<file path="src/hdl/erx_defines.svh">
// FIFO depth, prog-full level, translation table size and read-response window macros
`ifndef ERX_DEFINES_SVH
`define ERX_DEFINES_SVH

`default_nettype none

// Queue geometry
`define ERX_FIFO_DEPTH   16      // Entries per queue
`define ERX_PROG_FULL    12      // Push-back at this count or above

// Address translation
`define ERX_MMU_ENTRIES  16      // Indexed by dstaddr[31:28]

// Writes landing here are read responses
`define ERX_RR_WINDOW    12'h810 // Compared against dstaddr[31:20]

`default_nettype wire

`endif

</file>
<file path="src/hdl/erx_pkg.sv">
// Package erx_pkg with mesh field types, packed transaction and protocol FSM states
`default_nettype none

package erx_pkg;

   typedef logic [3:0]  ctrlmode_t;   // Control mode
   typedef logic [1:0]  datamode_t;   // Size code
   typedef logic [31:0] addr_t;       // Byte address
   typedef logic [31:0] data_t;       // Data word
   typedef logic [63:0] beat_t;       // One link beat after deserialization

   // 103 bits, MSB first
   typedef struct packed {
      ctrlmode_t ctrlmode;            // [102:99]
      logic      write;               // [98]
      datamode_t datamode;            // [97:96]
      addr_t     dstaddr;             // [95:64]
      addr_t     srcaddr;             // [63:32]
      data_t     data;                // [31:0]
   } emesh_pkt_t;

   // Role of the next framed beat
   typedef enum logic [1:0] {
      proto_idle    = 2'd0,           // Link quiet, next framed beat is a header
      proto_header  = 2'd1,           // Just finished a pair, frame may continue
      proto_payload = 2'd2            // Header held, payload expected
   } proto_state_t;

endpackage

`default_nettype wire

</file>
<file path="src/hdl/erx_disty.sv">
// Module erx_disty: queue selection for transactions and push-back from fill levels
`include "erx_defines.svh"
`default_nettype none

module erx_disty
(
   input  wire                     rxlclk_p,
   input  wire                     rst_n,
   input  wire                     rx_enable,       // Receiver on
   input  wire                     mmu_access,
   input  wire erx_pkg::emesh_pkt_t mmu_pkt,
   input  wire                     wr_full,         // Write queue
   input  wire                     rq_full,         // Read request queue
   input  wire                     rr_full,         // Read response queue
   input  wire                     wr_prog_full,
   input  wire                     rq_prog_full,
   input  wire                     rr_prog_full,
   output logic                    wr_wr_en,
   output logic                    rq_wr_en,
   output logic                    rr_wr_en,
   output erx_pkg::emesh_pkt_t     fifo_data,       // Shared by all queues
   output logic                    wr_wait,         // To protocol
   output logic                    rd_wait
);

   logic is_wr;       // Plain write
   logic is_rq;       // Read request
   logic is_rr;       // Write into response window
   logic tgt_full;    // Selected queue has no room
   logic accept;      // Transaction goes to a queue

   assign is_rq    = !mmu_pkt.write;
   assign is_rr    = mmu_pkt.write && (mmu_pkt.dstaddr[31:20] == `ERX_RR_WINDOW);
   assign is_wr    = mmu_pkt.write && !is_rr;
   assign tgt_full = (is_wr && wr_full) || (is_rq && rq_full) || (is_rr && rr_full);
   assign accept   = mmu_access && rx_enable && !tgt_full;   // Otherwise dropped

   always_ff @(posedge rxlclk_p)
   begin
      if (!rst_n)
      begin
         wr_wr_en <= 1'b0;
         rq_wr_en <= 1'b0;
         rr_wr_en <= 1'b0;
      end
      else
      begin
         wr_wr_en <= accept && is_wr;
         rq_wr_en <= accept && is_rq;
         rr_wr_en <= accept && is_rr;
      end
   end

   always_ff @(posedge rxlclk_p)
   begin
      if (mmu_access)
         fifo_data <= mmu_pkt;
   end

   // Responses share the write-side wait
   always_ff @(posedge rxlclk_p)
   begin
      if (!rst_n)
      begin
         wr_wait <= 1'b0;
         rd_wait <= 1'b0;
      end
      else
      begin
         wr_wait <= wr_prog_full || rr_prog_full;
         rd_wait <= rq_prog_full;
      end
   end

   // Sender ignored push-back and a queue overflowed
   a_no_full_drop: assert property (@(posedge rxlclk_p) disable iff (!rst_n)
      (mmu_access && rx_enable) |-> !tgt_full)
      else $error("erx_disty: transaction dropped, target queue full");

endmodule

`default_nettype wire

</file>
<file path="config.mk">
export PLATFORM = sky130hd
export DESIGN_NAME = erx_disty
export DESIGN_NICKNAME = d
export VERILOG_FILES = /design/src/hdl/erx_pkg.sv /design/src/hdl/erx_disty.sv
export VERILOG_INCLUDE_DIRS = /design/src /design/src/hdl
export SDC_FILE = /design/constraint.sdc
export NUM_CORES = 1
export LEC_CHECK = 0
export BUFFER_PORTS_ARGS = -buffer_cell sky130_fd_sc_hd__buf_2
export CELL_PAD_IN_SITES_DETAIL_PLACEMENT = 1
export CELL_PAD_IN_SITES_GLOBAL_PLACEMENT = 1
export CORE_ASPECT_RATIO = 0.7
export CORE_MARGIN = 2
export CORE_UTILIZATION = 29
export CTS_CLUSTER_DIAMETER = 50
export DETAILED_ROUTE_END_ITERATION = 6
export GPL_TIMING_DRIVEN = 1
export PLACE_DENSITY_LB_ADDON = 0.1
export SLEW_MARGIN = 40
export SYNTH_ARGS = -nofsm -noshare
export SYNTH_HDL_FRONTEND = slang
export SYNTH_SLANG_ARGS = --single-unit
</file>
<file path="constraint.sdc">
create_clock -name rxlclk_p -period 0.8 [get_ports rxlclk_p]
set_input_delay 0.16 -clock rxlclk_p [delete_from_list [all_inputs] [get_ports rxlclk_p]]
set_output_delay 0.16 -clock rxlclk_p [all_outputs]
set_load 0.05 [all_outputs]
</file>
* Word level (Yosys, flattened, before mapping)
Cells that the tools add are included.
** Cells by class
- Equality and inequality tests :: 1
- Reduce and logical (&&, ||, !) cells :: 16
** Operators by type and width (count)
- $eq A12 B12 Y1 const B :: 1
- $logic_and A1 B1 Y1 :: 10
- $logic_not A1 Y1 :: 3
- $logic_or A1 B1 Y1 :: 3
** Storage, ports and cells
- Flip-flop bits (word level) :: 108
- Output and inout bits :: 108

* Logic depth before layout (Yosys ltp)
- Word-level depth :: 10
- Depth in mapped cells :: 3
- Depth with buffers taken out :: 3

* Worst setup path after synthesis
Ideal clock, no wire load.
- Path type :: input-to-reg
- From :: input mmu_pkt[87] (netlist bit)
- To :: register wr_wr_en
- Library setup time :: 118 ps
- Data arrival time :: 666 ps
- Setup slack :: 16 ps
- Cell stages on the path :: 3
- Buffers on the path :: 0
- Cells stage by stage :: nor4_1 nand3_1 nor3b_1
** Between the ends
- Cells in the longest elaborated chain, start to end :: 10
** Ends and longest elaborated chain
- from (decl) :: line erx_disty.sv:11 : input wire erx_pkg::emesh_pkt_t mmu_pkt,
- $eq A12 B12 Y1 (no line) *
- $logic_and A1 B1 Y1 * :: line erx_disty.sv:33 : assign is_rr = mmu_pkt.write && (mmu_pkt.dstaddr[31:20] == `ERX_RR_WINDOW);
- $logic_not A1 Y1 :: line erx_disty.sv:34 : assign is_wr = mmu_pkt.write && !is_rr;
- $logic_and A1 B1 Y1 :: line erx_disty.sv:34
- $logic_and A1 B1 Y1 :: line erx_disty.sv:35 : assign tgt_full = (is_wr && wr_full) || (is_rq && rq_full) || (is_rr && rr_full);
- $logic_or A1 B1 Y1 (2 in a row) :: line erx_disty.sv:35
- $logic_not A1 Y1 :: line erx_disty.sv:36 : assign accept = mmu_access && rx_enable && !tgt_full;
- $logic_and A1 B1 Y1 :: line erx_disty.sv:36
- $logic_and A1 B1 Y1 * :: line erx_disty.sv:48 : wr_wr_en <= accept && is_wr;
- to (signal assigned) :: line erx_disty.sv:48
- to (decl) :: line erx_disty.sv:18 : output logic wr_wr_en,
Every way passes the cells marked *; elsewhere a longest branch is shown, timed or not.
A chain may end at the register's enable or synchronous reset.

* Final worst setup path
- From :: register fifo_data[83] (netlist bit)
- To :: output fifo_data[83] (netlist bit)
** RTL lines
- from (decl) :: line erx_disty.sv:21 : output erx_pkg::emesh_pkt_t fifo_data,
- from (signal assigned) :: line erx_disty.sv:57 : fifo_data <= mmu_pkt;
No word-level cell between the ends.

==> flow_metrics.env <==
export IMPL_final_util=0.602
export IMPL_ir_worst_vdd_mv=1.59
export IMPL_area_delta_synth_final_pct=102
export IMPL_synth_top_cell_area_share=0.942
export IMPL_final_max_slew_viol_count=0
export IMPL_critPathMaxFanout=1
export IMPL_critical_path_top_delay_family="flip-flops"
export IMPL_start_util=0.298
export IMPL_fin_nets=568
export IMPL_status="complete, but fails checks"
export IMPL_synthArstFlopShare=0
export IMPL_wl_per_cell_um=18.2
export IMPL_max_clock_freq_mhz=909
export IMPL_multiInputGateArea_um2=88.8
export IMPL_cts_buffer_depth=2
export IMPL_numCtsBuffers=9
export IMPL_fin_crit_ps=1100
export IMPL_synth_distinct_cells=11
export IMPL_vias=2524
export IMPL_grt_pass1_vias=2888
export IMPL_cp_cell_sequence="buf_6"
export IMPL_drc=0
export IMPL_wirelength_um=11100
export IMPL_synth_warning_count=0
export IMPL_synth_edf_count=103
export IMPL_die_x_um=131
export IMPL_drtAntennaViolNets=0
export IMPL_crit_required_ps=640
export IMPL_worst_setup_path_start_kind="flop"
export IMPL_antenna_found_initial=0
export IMPL_drv_cap=0
export IMPL_cp_buffers_inverters=1
export IMPL_core_area_um2=11000
export IMPL_grt_overflow=0
export IMPL_slew_headroom=0.849
export IMPL_hpwl_um=6750
export IMPL_fp_row_count=32
export IMPL_fin_tns_setup_ps=-27180
export IMPL_first_iter_violations=96
export IMPL_ys_top_cells_by_count="edfxtp_1 (103), dfxtp_1 (5), nand3_1 (2), nor4b_2 (2)"
export IMPL_synth_area_um2=3280
export IMPL_violations="negative setup slack"
export IMPL_boundaryPins=221
export IMPL_clock_sinks=108
export IMPL_fp_dieArea_um2=12200
export IMPL_crit_type="reg -> out"
export IMPL_placed_area_um2=4750
export IMPL_gr_usage_all_layers=0.184
export IMPL_setup_viol=108
export IMPL_clock_tree_root_cell="clkbuf_16"
export IMPL_synthCells=119
export IMPL_h_tree_depth=3
export IMPL_clkTransAtPathRegs_ps=70
export IMPL_worst_pin_slew_ps=224
export IMPL_synth_seq_area_share=0.973
export IMPL_cpPeakStageDelay_ps=420
export IMPL_diodes=0
export IMPL_syn_avg_cell_area_um2=27.6
export IMPL_synthFlopType="edfxtp_1"
export IMPL_place_congestion=0.741
export IMPL_place_port_buffers=220
export IMPL_finalPower_mw=14.6
export IMPL_dpl_worst_slack_ps=-185
export IMPL_cp_end_kind="output port"
export IMPL_fill_cells=1027
export IMPL_vias_per_cell=4.12
export IMPL_hold_path_class="in -> reg"
export IMPL_grt_pass1_wl_um=16800
export IMPL_grt_start_max_net_pins=25
export IMPL_cellLeakagePower_nw=2.77
export IMPL_tritoncts="built"
export IMPL_crit_slowest_cell="edfxtp_1"
export IMPL_rsz0062_at_grt="true"
export IMPL_final_seq_area_um2=3200
export IMPL_ys_ff_latch=108
export IMPL_yosysTopAreaCell="edfxtp_1"
export IMPL_hold_viol_final=0
export IMPL_syn_num_nets=232
export IMPL_die_height_um=93.0
export IMPL_setup_ws_ps=-300
export IMPL_synth_area_leaders="edfxtp_1 (94%), dfxtp_1 (3.0%), nor4b_2 (0.91%)"
export IMPL_arrival_ps=940
export IMPL_final_area_um2=6630
export IMPL_synth_most_common_cell="edfxtp_1"
export IMPL_powerDensity_nw_per_um2=2210
export IMPL_dr_pass1_iters=4
export IMPL_drive_gt1_frac=0.561
export IMPL_fin_crit_sh=1.37
[report_power, final]
group	total, mW	switching, mW	internal, mW
Clock	4.39	1.96	2.43
Combinational	3.34	2.00	1.34
Sequential	6.90	0.218	6.68
[cells in the final DEF, fill, tap and decap left out, types with 2 or more instances in the layout]
cell type	n
buf_4	13
dlygate4sd3_1	89
nor4b_2	2
nand3_1	2
buf_8	5
buf_6	103
clkbuf_16	9
buf_2	111
buf_12	4
dfxtp_2	5
edfxtp_1	103
[routing by layer]
layer,share of wire,up-vias,track usage
met4,0.018,0,0.0607
met5,0,-,0
li1,-,1156,-
met3,0.091,17,0.0786
met1,0.37,1212,0.194
met2,0.52,139,0.335
[what timing repair did]
item                                    CTS  global route
hold buffers                             85             4
setup buffers                             0             0
resized for setup                       225             1
hold endpoints to repair                 85             4
endpoints found under the setup margin  108           108
[cells by family (layout without fill, tap and decap cells)]
kind of cell / Yosys count / in the layout / share of synthesized area
AO/OA/AOI/OAI: 1 / 1 / 0.00229
flip-flops: 108 / 108 / 0.973
buffers and inverters: 0 / 341 / 0
AND/OR/NAND/NOR: 10 / 10 / 0.0248
[state kept, by name, indices dropped and copies added, names as in the netlist]
| name | flops |
|---|---|
| fifo_data | 103 |
| rd_wait | 1 |
| rq_wr_en | 1 |
| rr_wr_en | 1 |
| wr_wait | 1 |
| wr_wr_en | 1 |
[cell type report]
class,instances,area share
Sequential cell,108,0.482
Timing Repair Buffer,325,0.431
Clock buffer,10,0.0345
Tap cell,153,0.0289
Multi-Input combinational cell,11,0.0134
Clock inverter,6,0.00962
[metrics by stage]
step           hold WS (ps)  instances
2_1_floorplan           230        119
3_5_place_dp            333        508
6_report               11.8        613
4_1_cts               0.474        609
3_3_place_gp            325        508
5_1_grt               0.125        613
[worst paths after layout]
check | depth (start not counted) | from | end | slack (ps)
max | 1 | fifo_data[83] | fifo_data[83] | -300
min | 1 | mmu_pkt[102] | fifo_data[102] | 10
Power figures use the tool's default switching activity.
