### config.mk
export PLATFORM = sky130hd
export DESIGN_NAME = erx_protocol
export DESIGN_NICKNAME = d
export VERILOG_FILES = /design/src/hdl/erx_defines.svh /design/src/hdl/erx_pkg.sv /design/src/hdl/erx_protocol.sv
export SDC_FILE = /design/constraint.sdc
export NUM_CORES = 1
export LEC_CHECK = 0
export BUFFER_PORTS_ARGS = -buffer_cell sky130_fd_sc_hd__clkbuf_2
export CAP_MARGIN = 10
export CORE_MARGIN = 4
export CORE_UTILIZATION = 45
export DETAILED_ROUTE_END_ITERATION = 10
export PLACE_DENSITY = 0.74
export SETUP_SLACK_MARGIN = 0.15
export SLEW_MARGIN = 5
export SYNTH_ARGS = -nofsm -noshare
export SYNTH_HDL_FRONTEND = slang
export SYNTH_SLANG_ARGS = --single-unit
export TNS_END_PERCENT = 50
### constraint.sdc
create_clock -name rxlclk_p -period 5.29 [get_ports rxlclk_p]
set_clock_uncertainty 0.2 [all_clocks]
set_input_delay 0.529 -clock rxlclk_p [delete_from_list [all_inputs] [get_ports rxlclk_p]]
set_output_delay 0.529 -clock rxlclk_p [all_outputs]
set_load 0.05 [all_outputs]
### src/hdl/erx_defines.svh
// FIFO depth, prog-full level, translation table size and read-response window macros
`ifndef ERX_DEFINES_SVH
`define ERX_DEFINES_SVH

`default_nettype none

// Queue geometry
`define ERX_FIFO_DEPTH   16      // Entries per queue
`define ERX_PROG_FULL    12      // Push-back at this count or above

// Address translation
`define ERX_MMU_ENTRIES  16      // Indexed by dstaddr[31:28]

// Writes landing here are read responses
`define ERX_RR_WINDOW    12'h810 // Compared against dstaddr[31:20]

`default_nettype wire

`endif

### src/hdl/erx_pkg.sv
// Package erx_pkg with mesh field types, packed transaction and protocol FSM states
`default_nettype none

package erx_pkg;

   typedef logic [3:0]  ctrlmode_t;   // Control mode
   typedef logic [1:0]  datamode_t;   // Size code
   typedef logic [31:0] addr_t;       // Byte address
   typedef logic [31:0] data_t;       // Data word
   typedef logic [63:0] beat_t;       // One link beat after deserialization

   // 103 bits, MSB first
   typedef struct packed {
      ctrlmode_t ctrlmode;            // [102:99]
      logic      write;               // [98]
      datamode_t datamode;            // [97:96]
      addr_t     dstaddr;             // [95:64]
      addr_t     srcaddr;             // [63:32]
      data_t     data;                // [31:0]
   } emesh_pkt_t;

   // Role of the next framed beat
   typedef enum logic [1:0] {
      proto_idle    = 2'd0,           // Link quiet, next framed beat is a header
      proto_header  = 2'd1,           // Just finished a pair, frame may continue
      proto_payload = 2'd2            // Header held, payload expected
   } proto_state_t;

endpackage

`default_nettype wire

### src/hdl/erx_protocol.sv
// Module erx_protocol: beat capture, header/payload pairing FSM and link wait registers
`default_nettype none

module erx_protocol
(
   input  wire                     rxlclk_p,
   input  wire                     rst_n,
   input  wire                     rx_frame,
   input  wire erx_pkg::beat_t     rx_data,
   input  wire                     wr_wait_in,      // From distributor
   input  wire                     rd_wait_in,
   output logic                    rx_wr_wait,      // To link pins
   output logic                    rx_rd_wait,
   output logic                    prot_access,     // One-cycle strobe
   output erx_pkg::ctrlmode_t      prot_ctrlmode,
   output logic                    prot_write,
   output erx_pkg::datamode_t      prot_datamode,
   output erx_pkg::addr_t          prot_dstaddr,
   output erx_pkg::addr_t          prot_srcaddr,
   output erx_pkg::data_t          prot_data
);

   import erx_pkg::*;

   logic          frame_q;          // Captured frame
   beat_t         beat_q;           // Captured beat
   proto_state_t  state;            // Pairing FSM
   ctrlmode_t     hdr_ctrlmode;     // Held header fields
   logic          hdr_write;
   datamode_t     hdr_datamode;
   addr_t         hdr_dstaddr;
   logic          take_hdr;         // Current framed beat is a header
   logic          take_pld;         // Current framed beat completes a pair

   assign take_pld = frame_q && (state == proto_payload);
   assign take_hdr = frame_q && (state != proto_payload);

   // Input capture stage
   always_ff @(posedge rxlclk_p)
   begin
      if (!rst_n)
         frame_q <= 1'b0;
      else
         frame_q <= rx_frame;
      beat_q <= rx_data;
   end

   always_ff @(posedge rxlclk_p)
   begin
      if (!rst_n)
         state <= proto_idle;
      else
      begin
         case (state)
            proto_idle, proto_header:
               state <= frame_q ? proto_payload : proto_idle;
            proto_payload:
               state <= frame_q ? proto_header : proto_idle;   // Gap drops the header
            default:
               state <= proto_idle;
         endcase
      end
   end

   // Header fields wait here for their payload
   always_ff @(posedge rxlclk_p)
   begin
      if (take_hdr)
      begin
         hdr_ctrlmode <= beat_q[63:60];
         hdr_write    <= beat_q[59];
         hdr_datamode <= beat_q[58:57];
         hdr_dstaddr  <= beat_q[31:0];   // Bits 56..32 reserved
      end
   end

   always_ff @(posedge rxlclk_p)
   begin
      if (!rst_n)
         prot_access <= 1'b0;
      else
         prot_access <= take_pld;
   end

   always_ff @(posedge rxlclk_p)
   begin
      if (take_pld)
      begin
         prot_ctrlmode <= hdr_ctrlmode;
         prot_write    <= hdr_write;
         prot_datamode <= hdr_datamode;
         prot_dstaddr  <= hdr_dstaddr;
         prot_srcaddr  <= beat_q[31:0];   // Payload low half
         prot_data     <= beat_q[63:32];  // Payload high half
      end
   end

   // Push-back toward the sender
   always_ff @(posedge rxlclk_p)
   begin
      if (!rst_n)
      begin
         rx_wr_wait <= 1'b0;
         rx_rd_wait <= 1'b0;
      end
      else
      begin
         rx_wr_wait <= wr_wait_in;
         rx_rd_wait <= rd_wait_in;
      end
   end

   // A header beat is always followed directly by its payload
   a_frame_held: assert property (@(posedge rxlclk_p) disable iff (!rst_n)
      take_hdr |=> frame_q)
      else $error("erx_protocol: frame dropped between header and payload");

endmodule

`default_nettype wire

# Yosys cells after proc, flatten, opt, wreduce, memory -nomap -nowiden
# Index checks and enable logic that the tools add are counted.
[totals]
register_bits = 212
input_bits = 69
out_inout_bits = 106
elab_cells = 26
[classes]
eq_ne = 3
mux = 3
n_reduce_logical = 4
[ops]
columns = ["op", "count"]
rows = [
  ["2-bit one-hot mux with 2 select lines", 1],
  ["2-bit by 1-bit equality test with 1-bit output (second input constant)", 1],
  ["2-bit equality test (second input constant)", 1],
  ["1-bit logical AND", 2],
  ["2-bit logical NOT", 1],
  ["2-bit two-way mux", 1],
  ["2-bit inequality test (second input constant)", 1],
  ["2-bit OR reduction", 1],
  ["1-bit two-way mux", 1],
]

# Depth between registers and ports, before layout
# Gate-level depths: netlist of the first run.
[logic_depth]
depth_word = 3
depth_mapped = 2
mapped_depth_nobuf = 2

# Worst setup path after synthesis of the first run
# Ideal clock, no wire load.
[synth_timing]
kind = "register -> register"
from = "register state[0]"
to = "register prot_ctrlmode[0], enable pin"
setup_time_ps = 567
arrival_time_ps = 4995
t_required_ps = 4523
setup_slack_ps = -472
path_stages_with_launch = 3
path_buffers = 0
synth_period_minus_slack_ps = 5762
path_cell_list = "dfxtp_1 nand2b_4 nor2_1"
[synth_via]
elab_chain_cells = 2
[synth_rtl]
columns = ["item", "line_no", "source"]
rows = [
  ["start: declaration", "erx_protocol.sv:27", "proto_state_t state;"],
  ["start signal: assignment", "erx_protocol.sv:51", "state <= proto_idle;"],
  ["start signal: assignment", "erx_protocol.sv:56", "state <= frame_q ? proto_payload : proto_idle;"],
  ["start signal: assignment", "erx_protocol.sv:58", "state <= frame_q ? proto_header : proto_idle;"],
  ["2-bit equality test", "erx_protocol.sv:35", "assign take_pld = frame_q && (state == proto_payload);"],
  ["1-bit logical AND", "erx_protocol.sv:35", ""],
  ["named net take_pld", "erx_protocol.sv:33", "logic take_pld;"],
  ["end signal: assignment", "erx_protocol.sv:89", "prot_ctrlmode <= hdr_ctrlmode;"],
  ["end: declaration", "erx_protocol.sv:15", "output erx_pkg::ctrlmode_t prot_ctrlmode,"],
]
# The timed path passes the listed nets, and every way through them passes these cells.
# A chain may end at the register's enable or synchronous reset.

# Final worst setup path of the first run
[layout_timing]
from = "register state[0]"
to = "register prot_srcaddr[5], enable pin"
[layout_via]
elab_chain_cells = 2
[layout_rtl]
columns = ["item", "line_no", "source"]
rows = [
  ["2-bit equality test", "erx_protocol.sv:35", ""],
  ["1-bit logical AND", "erx_protocol.sv:35", ""],
  ["named net take_pld", "erx_protocol.sv:33", ""],
  ["end signal: assignment", "erx_protocol.sv:93", "prot_srcaddr <= beat_q[31:0];"],
  ["end: declaration", "erx_protocol.sv:19", "output erx_pkg::addr_t prot_srcaddr,"],
]
# The timed path passes the listed nets, and every way through them passes these cells.

==> impl_metrics.toml, run 1 <==
[sta]
slew_headroom_pct = 55.6
period_minus_slack_ps = 2360
worst_slew_pin_slew_ps = 666
setup_slack_ps = 2930
rsz0062_at_grt = "false"
finalSetupTns_ps = 0
fmax_mhz = 423
final_max_slew_viol_count = 0
finalCritPeriodShare_pct = 44.7
hold_viol_final = 0
setup_violations = 0

[routing]
wl_per_cell_um = 15.0
drtPass1Iterations = 4
drtIter0Drc = 168
via_per_inst = 4.24
drc_errors = 0
antenna_left = 0
vias = 2823
drt_wl_total_um = 10000

[min_path]
worst_hold_path.endpoint = "frame_q$_SDFF_PN0_"
hold_depth = 2
worstHoldPathType = "input pin to flip-flop"
hold_start = "rx_frame"

[cells_and_area]
layout-drive-gt1-share_pct = 41.4
antenna_cells = 0
finalNetCount = 553
area_growth_syn_to_layout_pct = 41.1

[setup_path]
crit_type = "flip-flop to flip-flop"
crit_top_cell = "buf_4"
cp.depth = 4
crit_family = "buffers and inverters"
rr_endpoint = "prot_srcaddr[5]$_DFFE_PP_"
path_buf_inv = 2
crit_chain = "nand2b_4 > nor2_4 > buf_4 > buf_4"
start_kind = "flip-flop"
cp-end-kind = "flip-flop"
worstPathMaxFanout = 53
max_stage_delay_ps = 660
reg2reg_slack_ps = 2930
cp_slowest_cell = "buf_4"
rr_worst_depth = 4
cp.arrival_ps = 2250
crit_required_ps = 5180
timing.rr.start = "state[0]$_SDFF_PN0_"

[synthesis]
yosysUniqueCellTypes = 8
post_synth_instance_area_sq_um = 5710
synthesis.nets = 290
ys_seq_area_share_pct = 98.9
synth.avg_cell_area_sq_um = 25.8
synth_cells = 221
ys_warn_count = 0
ys_ff_latch = 211

[floorplan]
start_util_pct = 46.7
die_x_um = 121
core_area_sq_um = 12200
row_count = 40
io_pins = 175
dieArea_sq_um = 14500
die_height_um = 121

[clocking]
cts_made_buffers = 21
clock_sinks = 211
cts_root_buffer = "clkbuf_16"
cts.clk_slew.worst_paths_ps = 60
clock_latency_ps = 480
htree_num_levels = 1
post-cts-setup-buffers = 0
cts_buffer_depth = 3
cts_tree = "built"

[global_routing]
grt.met2_usage_pct = 24.8
grt_start_max_net_pins = 54
antenna_found_initial = 0
gr-usage-met1_pct = 15.3
grt_pass1_wl_um = 15600
gr-total-overflow = 0
busiest_layer = "met2"
globalRouteMet3Util_pct = 4.82
grt_usage_pct = 13.7
first_global_vias = 3049

[placement]
place_congestion = 0.673
place_ws_ps = 2920
dp_hpwl_um = 6060
port_buffers = 174

[pwr]
ir_worst_vdd_mv = 0.301
powerDensity_nw_per_um2 = 400
p_leak_nw = 3.19

[run]
maxCapViolations = 0

[outcome]
outcome = "finished, final reports clean"
## metal layers
layer	up-vias	wire length [um]	part of all wire (%)
li1	1355	-	-
met5	-	0	0
met2	128	5210	52
met4	0	193	1.9
met3	18	877	8.7
met1	1322	3740	37
## layout by cell type (no fill, tap or decap), drive strengths merged
cell / synthesis / layout
dlygate4sd3: 0 / 64
buf: 0 / 2
and2: 4 / 4
clkinv: 0 / 7
clkinvlp: 0 / 2
nand2b: 1 / 1
clkbuf: 0 / 201
inv: 1 / 2
dfxtp: 69 / 69
nor2: 3 / 3
edfxtp: 142 / 142
nand2: 1 / 1
## worst reg2reg max path, cell delays in order, from the launching register on
cell	delay, ps
dfxtp_1	320
nand2b_4	160
nor2_4	70
buf_4	530
buf_4	670
## synthesized netlist by cell type (all sizes together)
| master | number | area share, % |
|---|---|---|
| edfxtp | 142 | 75 |
| dfxtp | 69 | 24 |
| nand2 | 1 | 0.066 |
| nand2b | 1 | 0.24 |
| and2 | 4 | 0.48 |
| inv | 1 | 0.066 |
| nor2 | 3 | 0.20 |
## state kept, by name (all words and copies together), names as in the netlist, 2 cells and up
register	flops
prot_datamode	2
prot_dstaddr	32
state	2
hdr_datamode	2
prot_srcaddr	32
hdr_ctrlmode	4
prot_data	32
prot_ctrlmode	4
hdr_dstaddr	32
beat_q	64
## what timing repair did
action | CTS | global route
endpoints found under the hold margin | 64 | 0
resized for setup | 0 | 0
hold buffers | 64 | 0
## logic make-up (layout without fill, tap and decap cells)
group	after synthesis	in the layout	synth area share (%)
AND/OR/NAND/NOR	9	9	0.987
buffers and inverters	1	278	0.0657
flip-flops	211	211	98.9
## stage by stage
| stage | instances | area (sq um) | hold WS, ps | power (mW) | util (%) |
|---|---|---|---|---|---|
| after global placement | 565 | 6810 | 187 | 1.93 | 55.8 |
| after detailed placement | 565 | 6810 | 189 | 1.94 | 55.8 |
| after CTS | 666 | 8050 | 33.4 | 3.26 | 65.9 |
| after floorplan | 221 | 5710 | 186 | 1.90 | - |
| final | 666 | 8050 | 53.7 | 3.22 | 65.9 |
| after global routing | 666 | 8050 | 50.0 | 3.35 | 65.9 |
## power breakdown
group | internal, mW | switching (mW)
clock | 0.732 | 0.543
sequential | 1.81 | 0.0160
combinational | 0.0551 | 0.0597
total | 2.60 | 0.619
## layout make-up
type	count	area [sq um]
Inverter	1	3.75
Multi-Input combinational cell	9	63.8
Fill cell	831	4160
Sequential cell	211	5650
Clock buffer	27	548
Tap cell	168	210
Clock inverter	10	53.8
Timing Repair Buffer	240	1530
## worst max-delay path by stage
stage / from / end / slack (ps)
after floorplan: state[0]$_SDFF_PN0_ / prot_ctrlmode[0]$_DFFE_PP_ / 1300
after global placement: state[0]$_SDFF_PN0_ / prot_data[12]$_DFFE_PP_ / 2990
after detailed placement: state[0]$_SDFF_PN0_ / prot_data[12]$_DFFE_PP_ / 2920
after CTS: state[0]$_SDFF_PN0_ / prot_data[17]$_DFFE_PP_ / 2870
after global routing: state[0]$_SDFF_PN0_ / prot_data[14]$_DFFE_PP_ / 2760
final: state[0]$_SDFF_PN0_ / prot_srcaddr[5]$_DFFE_PP_ / 2930
Note: power is estimated with default switching activity, not from simulation.
==> run 2, diff against run 1 <==
--- a/config.mk
+++ b/config.mk
@@ -8,9 +8,9 @@
 export BUFFER_PORTS_ARGS = -buffer_cell sky130_fd_sc_hd__clkbuf_2
 export CAP_MARGIN = 10
 export CORE_MARGIN = 4
-export CORE_UTILIZATION = 45
+export CORE_UTILIZATION = 49
 export DETAILED_ROUTE_END_ITERATION = 10
-export PLACE_DENSITY = 0.74
+export PLACE_DENSITY = 0.77
 export SETUP_SLACK_MARGIN = 0.15
 export SLEW_MARGIN = 5
 export SYNTH_ARGS = -nofsm -noshare
==> constraint.sdc (replaced) <==
create_clock -name rxlclk_p -period 2.46 [get_ports rxlclk_p]
set_clock_uncertainty 0.2 [all_clocks]
set_input_delay 0.246 -clock rxlclk_p [delete_from_list [all_inputs] [get_ports rxlclk_p]]
set_output_delay 0.246 -clock rxlclk_p [all_outputs]
set_load 0.05 [all_outputs]
==> run 2 against run 1 <==
Critical path depth fell by 1. Sequential cell count unchanged. Sequential share of layout area down 1.1 points. Clock power increased by 130%. Total power up 120%. Worst setup slack got worse by 2200 ps. Hold slack improved by 150 ps. Register-to-register slack got worse by 2200 ps. First-iteration DRC count grew 31%.
==> impl_metrics.toml, run 2 (synthesis gave the netlist of run 1 again) <==
[clocking]
clock_sinks = 211
clock_latency_ps = 470
post-cts-setup-buffers = 0
cts_buffer_depth = 3
cts_root_buffer = "clkbuf_16"
cts.clk_slew.worst_paths_ps = 60
htree_num_levels = 1
cts_tree = "built"
cts_made_buffers = 20

[sta]
rsz0062_at_grt = "false"
final_max_slew_viol_count = 0
finalCritPeriodShare_pct = 71.9
setup_violations = 0
fmax_mhz = 565
hold_viol_final = 0
slew_headroom_pct = 57.4
hold_ws_ps = 202
period_minus_slack_ps = 1770
worst_slew_pin_slew_ps = 638

[pwr]
ir_worst_vdd_mv = 0.810
p_leak_nw = 3.27
powerDensity_nw_per_um2 = 878
p_total_mw = 7.18

[setup_path]
crit_type = "flip-flop to flip-flop"
cp_slowest_cell = "buf_4"
worstPathMaxFanout = 50
cp-end-kind = "flip-flop"
start_kind = "flip-flop"
crit_chain = "nand2b_4 > nor2_4 > buf_4"
timing.rr.start = "state[0]$_SDFF_PN0_"
crit_required_ps = 2360
cp.arrival_ps = 1660
crit_start = "state[0]$_SDFF_PN0_"
max_stage_delay_ps = 530

[routing]
vias = 2854
antenna_left = 0
drtPass1Iterations = 4
via_per_inst = 4.40
drt_wl_total_um = 10400
wl_per_cell_um = 16.1
drc_errors = 0
drtIter0Drc = 220

[cells_and_area]
finalNetCount = 559
layout-drive-gt1-share_pct = 42.1
area_growth_syn_to_layout_pct = 43.5
largest-register = "beat_q"
largest_register_ff_count = 64
final_common_cell = "clkbuf_2"
fin_area_sq_um = 8190
final_cell_mix = "clkbuf_2, edfxtp_1, dlygate4sd3_1"

[floorplan]
die_x_um = 116
io_pins = 175
start_util_pct = 50.0
dieArea_sq_um = 13400
core_area_sq_um = 11400
die_height_um = 116
row_count = 39

[global_routing]
grt_pass1_wl_um = 15900
grt_usage_pct = 15.4
antenna_found_initial = 1
grt_start_max_net_pins = 54
first_global_vias = 3133
gr-total-overflow = 0

[placement]
place_congestion = 0.703
port_buffers = 174
dp_hpwl_um = 5900
placed_area_sq_um = 6790

[min_path]
worstHoldPathType = "flip-flop to flip-flop"
hold_start = "beat_q[35]$_DFF_P_"

[run]
maxCapViolations = 0

[outcome]
outcome = "finished, final reports clean"
-- run 2: final timing paths --
kind / end / slack, ps / cells past startpoint
min reg2reg: prot_data[3]$_DFFE_PP_ / 200 / 0
max: prot_srcaddr[24]$_DFFE_PP_ / 690 / 3
min: prot_data[3]$_DFFE_PP_ / 200 / 0
max reg2reg: prot_srcaddr[24]$_DFFE_PP_ / 690 / 3
-- run 2: final cells by class --
cell class,count,area (sq um)
clock inverters,8,76.3
flip-flops and latches,211,5650
inverters,1,3.75
multi-input cells,9,63.8
clock buffers,28,602
fillers,682,3230
diodes,1,2.50
well taps,143,179
repair buffers,247,1610
-- run 2: critical path: cells and delay by family (launching register included) --
family / cells / cell delay (ps)
buf+inv: 1 / 530
simple gates: 2 / 280
flops: 1 / 350
-- run 2: power by group --
| part | internal (mW) | switching [mW] | leakage, nW |
|---|---|---|---|
| combinational | 0.127 | 0.134 | 1.06 |
| clock | 1.82 | 1.18 | 0.333 |
| sequential | 3.89 | 0.0346 | 1.88 |
-- run 2: stage by stage --
step	setup WS, ps	instances	setup TNS (ps)	util, %
final	691	648	0	71.7
after global routing	614	647	0	71.7
after CTS	688	647	0	71.7
after detailed placement	702	540	0	59.5
after global placement	749	540	0	59.5
after floorplan	-246	221	-25380	-
-- run 2: per-layer routing --
layer	vias up	wire (um)	GRT usage, %
li1	1370	-	-
met1	1355	3670	17.1
met2	116	5610	28.3
met3	13	1020	5.59
met4	0	116	3.33
met5	-	0	0
-- run 2: timing repair --
action / CTS / global route
endpoints found under the hold margin: 69 / 0
resized for setup: 0 / 0
hold buffers: 71 / 0
