<file path="src/hdl/erx_defines.svh">
// FIFO depth, prog-full level, translation table size and read-response window macros
`ifndef ERX_DEFINES_SVH
`define ERX_DEFINES_SVH

`default_nettype none

// Queue geometry
`define ERX_FIFO_DEPTH   16      // Entries per queue
`define ERX_PROG_FULL    12      // Push-back at this count or above

// Address translation
`define ERX_MMU_ENTRIES  16      // Indexed by dstaddr[31:28]

// Writes landing here are read responses
`define ERX_RR_WINDOW    12'h810 // Compared against dstaddr[31:20]

`default_nettype wire

`endif

</file>
<file path="src/hdl/erx_pkg.sv">
// Package erx_pkg with mesh field types, packed transaction and protocol FSM states
`default_nettype none

package erx_pkg;

   typedef logic [3:0]  ctrlmode_t;   // Control mode
   typedef logic [1:0]  datamode_t;   // Size code
   typedef logic [31:0] addr_t;       // Byte address
   typedef logic [31:0] data_t;       // Data word
   typedef logic [63:0] beat_t;       // One link beat after deserialization

   // 103 bits, MSB first
   typedef struct packed {
      ctrlmode_t ctrlmode;            // [102:99]
      logic      write;               // [98]
      datamode_t datamode;            // [97:96]
      addr_t     dstaddr;             // [95:64]
      addr_t     srcaddr;             // [63:32]
      data_t     data;                // [31:0]
   } emesh_pkt_t;

   // Role of the next framed beat
   typedef enum logic [1:0] {
      proto_idle    = 2'd0,           // Link quiet, next framed beat is a header
      proto_header  = 2'd1,           // Just finished a pair, frame may continue
      proto_payload = 2'd2            // Header held, payload expected
   } proto_state_t;

endpackage

`default_nettype wire

</file>
<file path="src/hdl/erx_mmu.sv">
// Module erx_mmu: APB translation table and registered destination remap stage
`include "erx_defines.svh"
`default_nettype none

module erx_mmu
(
   input  wire                     rxlclk_p,
   input  wire                     rst_n,
   input  wire                     mmu_en,          // Translation on
   input  wire                     psel,            // APB
   input  wire                     penable,
   input  wire                     pwrite,
   input  wire [5:0]               paddr,
   input  wire erx_pkg::data_t     pwdata,
   output erx_pkg::data_t          prdata,
   input  wire                     prot_access,     // From protocol
   input  wire erx_pkg::ctrlmode_t prot_ctrlmode,
   input  wire                     prot_write,
   input  wire erx_pkg::datamode_t prot_datamode,
   input  wire erx_pkg::addr_t     prot_dstaddr,
   input  wire erx_pkg::addr_t     prot_srcaddr,
   input  wire erx_pkg::data_t     prot_data,
   output logic                    mmu_access,      // To distributor
   output erx_pkg::emesh_pkt_t     mmu_pkt
);

   import erx_pkg::*;

   localparam int idx_w = $clog2(`ERX_MMU_ENTRIES);

   logic [11:0]       xlat_tbl [`ERX_MMU_ENTRIES];  // Upper address per region
   logic [idx_w-1:0]  apb_idx;                      // Entry from paddr[5:2]
   logic [idx_w-1:0]  map_idx;                      // Entry from dstaddr top nibble
   logic              apb_wr;                       // Access-phase write
   logic              apb_rd;                       // Access-phase read
   addr_t             xlat_dstaddr;                 // Remapped destination

   assign apb_idx = paddr[2 +: idx_w];
   assign apb_wr  = psel && penable && pwrite;
   assign apb_rd  = psel && penable && !pwrite;

   // Table writes complete in the access cycle
   always_ff @(posedge rxlclk_p)
   begin
      if (!rst_n)
      begin
         for (int i = 0; i < `ERX_MMU_ENTRIES; i++)
            xlat_tbl[i] <= 12'h000;
      end
      else if (apb_wr)
         xlat_tbl[apb_idx] <= pwdata[11:0];
   end

   // Zero wait-state read data
   always_comb
   begin
      if (apb_rd)
         prdata = {20'h00000, xlat_tbl[apb_idx]};
      else
         prdata = '0;
   end

   // Top nibble selects the entry, low 20 bits untouched
   assign map_idx = prot_dstaddr[31 -: idx_w];

   always_comb
   begin
      if (mmu_en)
         xlat_dstaddr = {xlat_tbl[map_idx], prot_dstaddr[19:0]};
      else
         xlat_dstaddr = prot_dstaddr;
   end

   always_ff @(posedge rxlclk_p)
   begin
      if (!rst_n)
         mmu_access <= 1'b0;
      else
         mmu_access <= prot_access;
   end

   always_ff @(posedge rxlclk_p)
   begin
      if (prot_access)
      begin
         mmu_pkt.ctrlmode <= prot_ctrlmode;
         mmu_pkt.write    <= prot_write;
         mmu_pkt.datamode <= prot_datamode;
         mmu_pkt.dstaddr  <= xlat_dstaddr;
         mmu_pkt.srcaddr  <= prot_srcaddr;
         mmu_pkt.data     <= prot_data;
      end
   end

endmodule

`default_nettype wire

</file>
<file path="config.mk">
export PLATFORM = sky130hd
export DESIGN_NAME = erx_mmu
export DESIGN_NICKNAME = d
export VERILOG_FILES = /design/src/hdl/erx_pkg.sv /design/src/hdl/erx_mmu.sv
export VERILOG_INCLUDE_DIRS = /design/src /design/src/hdl
export SDC_FILE = /design/constraint.sdc
export NUM_CORES = 1
export LEC_CHECK = 0
export BUFFER_PORTS_ARGS = -buffer_cell sky130_fd_sc_hd__buf_2
export CORE_ASPECT_RATIO = 0.5
export CORE_UTILIZATION = 50
export CTS_CLUSTER_SIZE = 40
export DETAILED_ROUTE_END_ITERATION = 6
export PLACE_DENSITY_LB_ADDON = 0.12
export SYNTH_ARGS = -nofsm -noshare
export SYNTH_HDL_FRONTEND = slang
export SYNTH_SLANG_ARGS = --single-unit
export TNS_END_PERCENT = 100
</file>
<file path="constraint.sdc">
create_clock -name rxlclk_p -period 1.6 [get_ports rxlclk_p]
set_input_delay 0.08 -clock rxlclk_p [delete_from_list [all_inputs] [get_ports rxlclk_p]]
set_output_delay 0.08 -clock rxlclk_p [all_outputs]
set_load 0.01 [all_outputs]
</file>
; Word-level counts from Yosys, hierarchy flattened
; Memories as Yosys holds them, arrays and structs flattened.
; Index checks and enable logic that the tools add are counted.
[totals]
ff_bits = 104
ramBits = 192
in_bits = 148
out_inout_bits = 136
word_cells = 22
memories = 1
[memory_table]
columns = memory, depth, width, read_ports, rd_ports_with_merged_regs, write_ports, line
row1 = xlat_tbl, 16, 12, 2, 0, 16, erx_mmu.sv:31  ; logic [11:0] xlat_tbl [`ERX_MMU_ENTRIES];
[op_classes]
n_mux = 9
reduce_logical = 5
[ops]
columns = operator, count
row1 = $mux 32, 1
row2 = $mux 12, 2
row3 = $reduce_or 12->1, 1
row4 = $mux 1, 5
row5 = $mux 4, 1
row6 = $logic_and 1x1->1, 3
row7 = $logic_not 1->1, 1

; Longest topological paths before layout
; Gate-level depths: netlist of the first run.
[logic_depth]
depth_word = 7
depth_mapped = 6
mapped_depth_nobuf = 3

; Least setup slack after synthesis of the first run
; No wires, ideal clock.
[synth_path]
path_kind = input to register
start = input port paddr[5]
end = memory xlat_tbl[1][0], enable pin
setup_time_ns = 0.359
t_arrival_ns = 1.260
required_time_ns = 1.241
setup_slack_ns = -0.018
cell_stages = 4
path_buffers = 1
path_cell_list = buf_6 or2_2 nor4_1 nand2b_1
[synth_lines]
columns = element, line
row1 = from (decl), erx_mmu.sv:13  ; input wire [5:0] paddr,
row2 = to (decl), erx_mmu.sv:31

==> run summary, run 1 <==
failing checks: negative setup slack
count leader, synth: edfxtp_1
Area growth, synth to finish: 33.1%
initial antenna violation count: 7
Die Wd: 238 um
status: complete, but fails checks
Setup WS pre-CTS: -0.304 ns
endpoints failing setup: 17
busiest grt layer: met2
Yosys warnings: 0
first-pass GRT wire length: 62.9 mm
met2 usage: 51.2%
mean post-synth cell area: 17.2 um^2
fmax: 486 MHz
GR Util met3: 7.55%
Leak Pwr: 7.03 nW
routed wire length: 44.2 mm
Worst-Skew Late Latency: 0.55 ns
top cells by count, synth: 295 x edfxtp_1, 196 x and2_1, 96 x mux4_2
Die Height: 120 um
CTS tree: yes
Synth async-reset ratio: 0%
num rows: 42
register area share after synthesis: 64.0%
Tcrit/Tclk final: 129%
number of max-cap violations: 0
clock skew: 0.00854 ns
post-DP HPWL: 30.6 mm
vias: 9,232
largest net degree at the start of global routing: 53
worst-case clock buffer depth: 3
pwr dens: 1030 nW/um^2
fill cell count: 1,770
Setup Total Neg Slack: -5.26 ns
total power: 0.0190 W
type of the most critical hold path: in -> reg
CP max stage delay: 0.51 ns
CTS HTree Levels: 1
Yosys reg bits: 296
I/O pins: 284
Post-Syn Instances: 805
R2R depth: 4
share of Yosys cell area claimed by the top area cell type: 63.8%
peak supply drop: 0.000814 V
Num CTS Buffers: 27
crit path kind: reg -> out
Worst-Margin Slew: 0.592 ns
worst-path fanout max: 2
CP Capture Type: primary output
initial core utilization: 51.7%
GRT Total Usage: 31.4%
met1 usage: 42.2%
arrival time worst endpoint: 1.98 ns
CTS Root Cell: clkbuf_16
Reg clk slew, reported paths: 0.06 ns
gpl congestion: 0.881
setup ws final: -0.457 ns
crit-path cells: mux4_2 -> mux2i_1 -> o22ai_1 -> buf_2
Slew Limit Fails: 0
initial detailed-routing violation count: 1,002
Layout Nets: 1,355
crit path launch type: flop
number of synthesized flops with an enable pin: 295
clock period minus final worst setup slack: 2.06 ns
final hold viol count: 0
Routed Antenna Nets: 0
# DRC: 0
DR pass1 iterations: 5
area of the mapped netlist: 13,900 um^2
Core ar.: 26,900 um^2
Cell variety after synth: 33
Synth Flop Type: edfxtp_1
layout cells sized above 1: 42.6%
CP Data Required Time: 1.52 ns
total gr overflow: 0
Slew HR: 60.5%
unrepaired setup endpoints after global routing: true
die footprint: 28,500 um^2
I/O Buffers: 241
vias in the first global route: 9,215
CTS Sinks: 296
Worst Hold Depth: 2
drt via density: 5.75
largest area contributor in the netlist: edfxtp_1
CP max-delay cell: mux4_2
Synth area leaders: edfxtp_1 64%, mux4_2 16%, and2_1 8.8%
Avg WL per Cell: 27.5 um
==> path summary, 6_finish.rpt <==
kind,startpoint,slack [ns],endpoint
worst max register to register,xlat_tbl[8][8]$_SDFFCE_PN0P_,-0.17,mmu_pkt[92]$_DFFE_PP_
worst min register to register,xlat_tbl[2][8]$_SDFFCE_PN0P_,0.86,mmu_pkt[92]$_DFFE_PP_
worst min-delay path,pwdata[2],0.008,xlat_tbl[14][2]$_SDFFCE_PN0P_
worst max-delay path,xlat_tbl[15][5]$_SDFFCE_PN0P_,-0.46,prdata[5]
==> layer usage <==
layer	vias up	part of all wire [%]
met5	-	0.054
met4	4	2.8
met3	89	9.2
met2	504	49
met1	4738	39
li1	3897	-
==> worst max-delay path, delay by kind of cell (launching register included) <==
kind / cells / cell delay [ns]
flip-flops: 1 / 0.42
multiplexers: 2 / 0.77
AO/OA/AOI/OAI: 1 / 0.11
buffers and inverters: 1 / 0.14
==> through the flow <==
step	utilization (%)	hold slack (ns)	cell area, um^2	instances
after detailed placement	60.5	0.258	16200	1443
after global placement	60.5	0.257	16200	1443
after CTS	68.5	0.00646	18400	1598
final	68.8	0.00761	18500	1605
after floorplan	-	0.179	14000	824
after global routing	68.8	0.0256	18500	1604
==> cell type report <==
cell class	count	area [um^2]	share of cell area (%)
antenna	5	12.5	0.0677
clock buffer	31	691	3.74
clock inverter	17	294	1.59
inverter	3	11.3	0.0609
multi-input combinational	439	4770	25.8
sequential	296	8880	48.0
tap	374	468	2.53
timing repair buffer	440	3360	18.2
==> sequential cells by signal (all words and copies together), names as in the netlist <==
register    cells
mmu_access      1
mmu_pkt       103
xlat_tbl      192
==> cells by family (layout without fill, tap and decap cells) <==
kind of cell | after synthesis | after routing | share of synthesized area [%]
flip-flops | 296 | 296 | 64.0
AND/OR/NAND/NOR | 251 | 251 | 12.5
buffers and inverters | 89 | 491 | 3.53
multiplexers | 132 | 132 | 18.2
other | 1 | 25 | 0.0270
AO/OA/AOI/OAI | 36 | 36 | 1.83
==> layout by cell type (no fill, tap or decap), types with 6 or more instances in the layout <==
cell type,instances
edfxtp_1,295
buf_2,236
and2_1,196
dlygate4sd3_1,98
mux4_2,96
buf_4,72
buf_12,31
mux2i_1,28
clkbuf_16,27
conb_1,20
nand2b_1,19
o22ai_1,11
nor4_4,10
o22ai_2,9
nor2_1,8
bufinv_16,8
nor4_2,6
==> power by group <==
| part | switching, W | leakage [nW] | internal, W |
|---|---|---|---|
| clock network | 0.00291 | 0.472 | 0.00439 |
| logic | 0.00121 | 3.72 | 0.00120 |
| registers | 0.000251 | 2.84 | 0.00903 |
| total | 0.00437 | 7.03 | 0.0146 |
==> timing repair <==
item	4_1_cts	5_1_grt
hold buffers	98	0
hold endpoints to repair	98	0
buffers inserted	10	3
setup endpoints to repair	16	21
gates resized for setup	26	8
pin swaps	8	5
No activity file was read; power rests on OpenSTA's default activity.
==> inputs of run 2 (changes only) <==
--- a/config.mk
+++ b/config.mk
@@ -8,7 +8,7 @@
 export LEC_CHECK = 0
 export BUFFER_PORTS_ARGS = -buffer_cell sky130_fd_sc_hd__buf_2
 export CORE_ASPECT_RATIO = 0.5
-export CORE_UTILIZATION = 50
+export CORE_UTILIZATION = 45
 export CTS_CLUSTER_SIZE = 40
 export DETAILED_ROUTE_END_ITERATION = 6
 export PLACE_DENSITY_LB_ADDON = 0.12
==> run 2 against run 1 <==
- the flow finishes with violations (design-rule violations, negative setup slack)
- setup slack got worse by 0.081 ns
- via count decreased by 1.4%
- non-clock buffer count grew 14
- clock skew is 0.010 ns higher
- utilization is 8.1 points lower
- final area down 0.34%
- register-to-register slack improved by 0.06 ns
==> run summary, run 2 (synthesis results as in run 1) <==
status: complete, but fails checks
failing checks: design-rule violations, negative setup slack
fmax: 468 MHz
fill cell count: 2,286
Routed Antenna Nets: 0
arrival time worst endpoint: 2.06 ns
most common cell after layout, fill and taps aside: edfxtp_1
Core ar.: 30,300 um^2
I/O Buffers: 241
Die Height: 126 um
CTS Sinks: 296
CTS Root Cell: clkbuf_16
num rows: 45
crit-path cells: mux4_2 -> mux2i_1 -> o22ai_1 -> buf_4 -> buf_6
layout cells sized above 1: 41.9%
GRT Total Usage: 27.8%
Layout Nets: 1,369
Worst-Margin Slew: 0.603 ns
largest net degree at the start of global routing: 53
Leak Pwr: 7.03 nW
# DRC: 4
I/O pins: 284
CP max-delay cell: mux4_2
max reg flops: 192
clock period minus final worst setup slack: 2.14 ns
crit path launch type: flop
gpl congestion: 0.853
crit path kind: reg -> out
vias in the first global route: 9,224
register with the most flip-flops: xlat_tbl
CTS HTree Levels: 1
clock skew: 0.0190 ns
number of max-cap violations: 0
Tcrit/Tclk final: 134%
placed inst area: 16,400 um^2
worst-path fanout max: 2
Setup Total Neg Slack: -5.52 ns
DR pass1 iterations: 7
Area growth, synth to finish: 32.7%
most frequent cells in the layout: 295 x edfxtp_1, 238 x buf_2, 196 x and2_1
critical path's top delay family: multiplexers
CP max stage delay: 0.48 ns
die footprint: 31,600 um^2
pwr dens: 976 nW/um^2
fin cells: 1,641
Reg clk slew, reported paths: 0.07 ns
total gr overflow: 0
initial detailed-routing violation count: 917
routed wire length: 43.7 mm
Avg WL per Cell: 26.7 um
Num CTS Buffers: 27
type of the most critical hold path: in -> reg
Worst Path Buf+Inv: 2
Die Wd: 250 um
Placed Instances: 1,479
initial antenna violation count: 5
unrepaired setup endpoints after global routing: true
CTS tree: yes
Slew HR: 59.7%
vias: 9,105
setup ws final: -0.538 ns
Slew Limit Fails: 0
Worst-Skew Late Latency: 0.56 ns
CP Capture Type: primary output
design area: 18,400 um^2
final core utilization: 60.7%
worst-case clock buffer depth: 3
initial core utilization: 45.7%
first-pass GRT wire length: 62.5 mm
endpoints failing setup: 13
largest registers: xlat_tbl: 192 flops, mmu_pkt: 103 flops, mmu_access: 1 flops
final hold viol count: 0
post-DP HPWL: 31.4 mm
drt via density: 5.55
peak supply drop: 0.000873 V
total power: 0.0180 W
CP Data Required Time: 1.52 ns
run 2: final cells by class:
type	count	area, um^2	share of cell area [%]
flip-flops and latches	296	8880	48.2
multi-input cells	439	4720	25.6
repair buffers	454	3490	18.9
clock buffers	36	709	3.85
well taps	399	499	2.71
clock inverters	12	109	0.591
inverters	3	11.3	0.0611
diodes	2	5.00	0.0272
run 2: worst paths after layout:
| path | slack (ns) | cells after the start | endpoint | from |
|---|---|---|---|---|
| worst max register to register | -0.11 | 4 | mmu_pkt[92]$_DFFE_PP_ | xlat_tbl[11][8]$_SDFFCE_PN0P_ |
| worst max-delay path | -0.54 | 5 | prdata[1] | xlat_tbl[0][1]$_SDFFCE_PN0P_ |
| worst min-delay path | 0.02 | 2 | xlat_tbl[15][2]$_SDFFCE_PN0P_ | pwdata[2] |
| worst min register to register | 0.85 | 3 | mmu_pkt[92]$_DFFE_PP_ | xlat_tbl[8][8]$_SDFFCE_PN0P_ |
run 2: repair_timing:
item                                   in CTS  in global routing
gates resized for setup                    15                  9
endpoints found under the hold margin     123                  0
hold buffers                              100                  0
setup endpoints to repair                  14                 19
buffers inserted                            5                 11
pin swaps                                   3                 10
run 2: per-layer routing:
metal | track usage (%) | part of all wire [%] | vias up | routed length [um]
met1 | 37.9 | 41 | 4708 | 17900
met2 | 44.7 | 47 | 420 | 20700
li1 | - | - | 3929 | -
met3 | 8.10 | 10 | 46 | 4370
met5 | 0 | 0.018 | - | 8
met4 | 5.49 | 1.8 | 2 | 776
run 2: power breakdown:
part | switching (W) | internal [W]
Clock | 0.00286 | 0.00343
Combinational | 0.00119 | 0.00122
Sequential | 0.000248 | 0.00903
run 2: worst reg2reg max path: stages, from the launching register on:
cell	delay, ns
edfxtp_1	0.40
buf_4	0.15
mux4_2	0.45
a222oi_1	0.35
o21ai_1	0.11
run 2: stage by stage:
step | worst slack (ns) | hold slack [ns]
finish | -0.538 | 0.0177
global route | -0.593 | 0.0314
CTS | -0.541 | 0.0111
detailed placement | -0.181 | 0.258
global placement | -0.139 | 0.258
floorplan | 0.0430 | 0.179
==> inputs of run 3 (changes only) <==
--- a/config.mk
+++ b/config.mk
@@ -6,6 +6,7 @@
 export SDC_FILE = /design/constraint.sdc
 export NUM_CORES = 1
 export LEC_CHECK = 0
+export ABC_AREA = 1
 export BUFFER_PORTS_ARGS = -buffer_cell sky130_fd_sc_hd__buf_2
 export CORE_ASPECT_RATIO = 0.5
 export CORE_UTILIZATION = 45
==> constraint.sdc (replaced) <==
create_clock -name rxlclk_p -period 1.95 [get_ports rxlclk_p]
set_input_delay 0.0975 -clock rxlclk_p [delete_from_list [all_inputs] [get_ports rxlclk_p]]
set_output_delay 0.0975 -clock rxlclk_p [all_outputs]
set_load 0.01 [all_outputs]
==> run 3 against run 2 <==
- area after synthesis is essentially flat
- the flow now finishes without violations
- critical endpoint is now prdata[6]
- largest cell class unchanged
- combinational power fell by 19%
- largest power group unchanged
- utilization decreased by 1.7 points
- highest routed layer is now met4
==> run summary, run 3 <==
count leader, synth: nand2_1
Routed Antenna Nets: 0
area of the mapped netlist: 13,900 um^2
initial core utilization: 45.7%
design area: 17,900 um^2
placed inst area: 15,800 um^2
hold path start: rst_n
Stages on worst setup path: 7
mean post-synth cell area: 9.57 um^2
CTS HTree Levels: 1
unrepaired setup endpoints after global routing: true
Placed Instances: 2,049
RR Endpoint: mmu_pkt[85]$_DFFE_PP_
type of the most critical hold path: in -> reg
number of max-cap violations: 0
register area share after synthesis: 64.0%
Yosys reg bits: 296
clock skew: 0.0294 ns
post-DP HPWL: 30.2 mm
final hold viol count: 0
Synth async-reset ratio: 0%
CP Capture Type: primary output
Num CTS Buffers: 29
largest area contributor in the netlist: edfxtp_1
share of Yosys cell area claimed by the top area cell type: 63.8%
Critical Path Start: xlat_tbl[3][6]$_SDFFCE_PN0P_
FF-to-FF setup slack: 0.05 ns
CP max-delay cell: edfxtp_1
Worst-Margin Slew: 0.741 ns
R2R depth: 9
total gr overflow: 0
top cells by count, synth: 415 x nand2_1, 295 x edfxtp_1, 277 x nand3_1
Die Height: 126 um
Post-Syn Instances: 1,450
gpl congestion: 0.890
worst setup path endpoint: prdata[6]
initial detailed-routing violation count: 1,148
most used cell, CP: nand2_1
crit-path cells: nand3_1 -> nand4_1 -> nand2_1 -> nand2_1 -> nor2_4 -> nor2_1 -> buf_2
crit path launch type: flop
I/O pins: 284
Reg clk slew, reported paths: 0.07 ns
layout cells sized above 1: 20.8%
DR pass1 iterations: 5
CTS Root Cell: clkbuf_16
worst-case clock buffer depth: 3
most frequent cells in the layout: 407 x nand2_1, 295 x edfxtp_1, 275 x nand3_1
Layout Nets: 1,933
max reg flops: 192
Synth area leaders: edfxtp_1 64%, nand2_1 11%, nand3_1 10%
Die Wd: 250 um
routed wire length: 46.3 mm
die footprint: 31,600 um^2
number of synthesized flops with an enable pin: 295
Yosys warnings: 0
largest net degree at the start of global routing: 97
# DRC: 0
met2 usage: 47.1%
total power: 0.0154 W
Reg-to-Reg Start: xlat_tbl[9][1]$_SDFFCE_PN0P_
Cell variety after synth: 19
I/O Buffers: 241
num rows: 45
Avg WL per Cell: 21.0 um
GR Util met3: 7.21%
clock period minus final worst setup slack: 1.92 ns
most common cell after layout, fill and taps aside: nand2_1
Slew Limit Fails: 0
Slew HR: 50.6%
vias: 12,200
Tcrit/Tclk final: 98.3%
crit path kind: reg -> out
Worst Path Buf+Inv: 1
register with the most flip-flops: xlat_tbl
Area growth, synth to finish: 28.9%
CTS tree: yes
vias in the first global route: 11,500
Setup Total Neg Slack: 0 ns
first-pass GRT wire length: 68.3 mm
Leak Pwr: 7.52 nW
largest registers: xlat_tbl: 192 flops, mmu_pkt: 103 flops, mmu_access: 1 flops
Worst-Skew Late Latency: 0.57 ns
drt via density: 5.54
GRT Total Usage: 28.8%
initial antenna violation count: 1
Setup WS pre-CTS: 0.190 ns
met1 usage: 37.7%
Core ar.: 30,300 um^2
fin cells: 2,207
arrival time worst endpoint: 1.82 ns
fmax: 522 MHz
status: complete, no violations
Synth Flop Type: edfxtp_1
CP max stage delay: 0.40 ns
busiest grt layer: met2
peak supply drop: 0.000572 V
CTS Sinks: 296
worst-path fanout max: 2
CP Data Required Time: 1.85 ns
endpoints failing setup: 0
setup ws final: 0.0327 ns
pwr dens: 861 nW/um^2
critical path's top delay family: simple AND/OR/NAND/NOR gates
[run 3: layer usage]
layer  up-vias  wire length [um]
li1       5575                 -
met1      5833             18100
met2       729             21700
met3        93              5120
met4         0              1450
met5         -                 0
[run 3: kinds of logic after synthesis]
family,synth area share (%)
buffers and inverters,5.47
other,0.0270
AOI/OAI and AO/OA,0.649
DFF,64.0
and+or+nand+nor,29.9
[run 3: repair_timing]
action / CTS / global route
hold buffers: 104 / 0
gates resized for setup: 0 / 15
endpoints found under the hold margin: 126 / 0
endpoints found under the setup margin: 0 / 7
setup buffers: 0 / 0
[run 3: where the power goes]
group | internal [W] | switching (W)
logic | 0.000732 | 0.00123
registers | 0.00741 | 0.000170
clock network | 0.00340 | 0.00247
total | 0.0115 | 0.00387
[run 3: area by class of cell]
type	count	area, um^2
Antenna cell	1	2.50
Clock buffer	36	752
Clock inverter	17	215
Fill cell	2494	12500
Inverter	32	120
Multi-Input combinational cell	1010	4360
Sequential cell	296	8880
Tap cell	399	499
Timing Repair Buffer	416	3060
[run 3: worst min path at each step]
stage | slack (ns) | to | cells past startpoint
6_report | 0.07 | mmu_access$_SDFF_PN0_ | 4
2_1_floorplan | 0.20 | mmu_access$_SDFF_PN0_ | 2
5_1_grt | 0.07 | mmu_access$_SDFF_PN0_ | 4
3_5_place_dp | 0.28 | mmu_pkt[40]$_DFFE_PP_ | 1
4_1_cts | 0.04 | mmu_access$_SDFF_PN0_ | 4
3_3_place_gp | 0.27 | mmu_pkt[43]$_DFFE_PP_ | 1
[run 3: tightest hold or removal path, delay by kind of cell]
kind	cells	cell delay [ns]
buffers and inverters	3	0.38
AND/OR/NAND/NOR	1	0.08
[run 3: stage by stage]
stage	hold slack (ns)	utilization, %
floorplan	0.195	-
global placement	0.275	52.2
detailed placement	0.276	52.2
CTS	0.0356	58.8
global route	0.0712	58.9
finish	0.0677	58.9
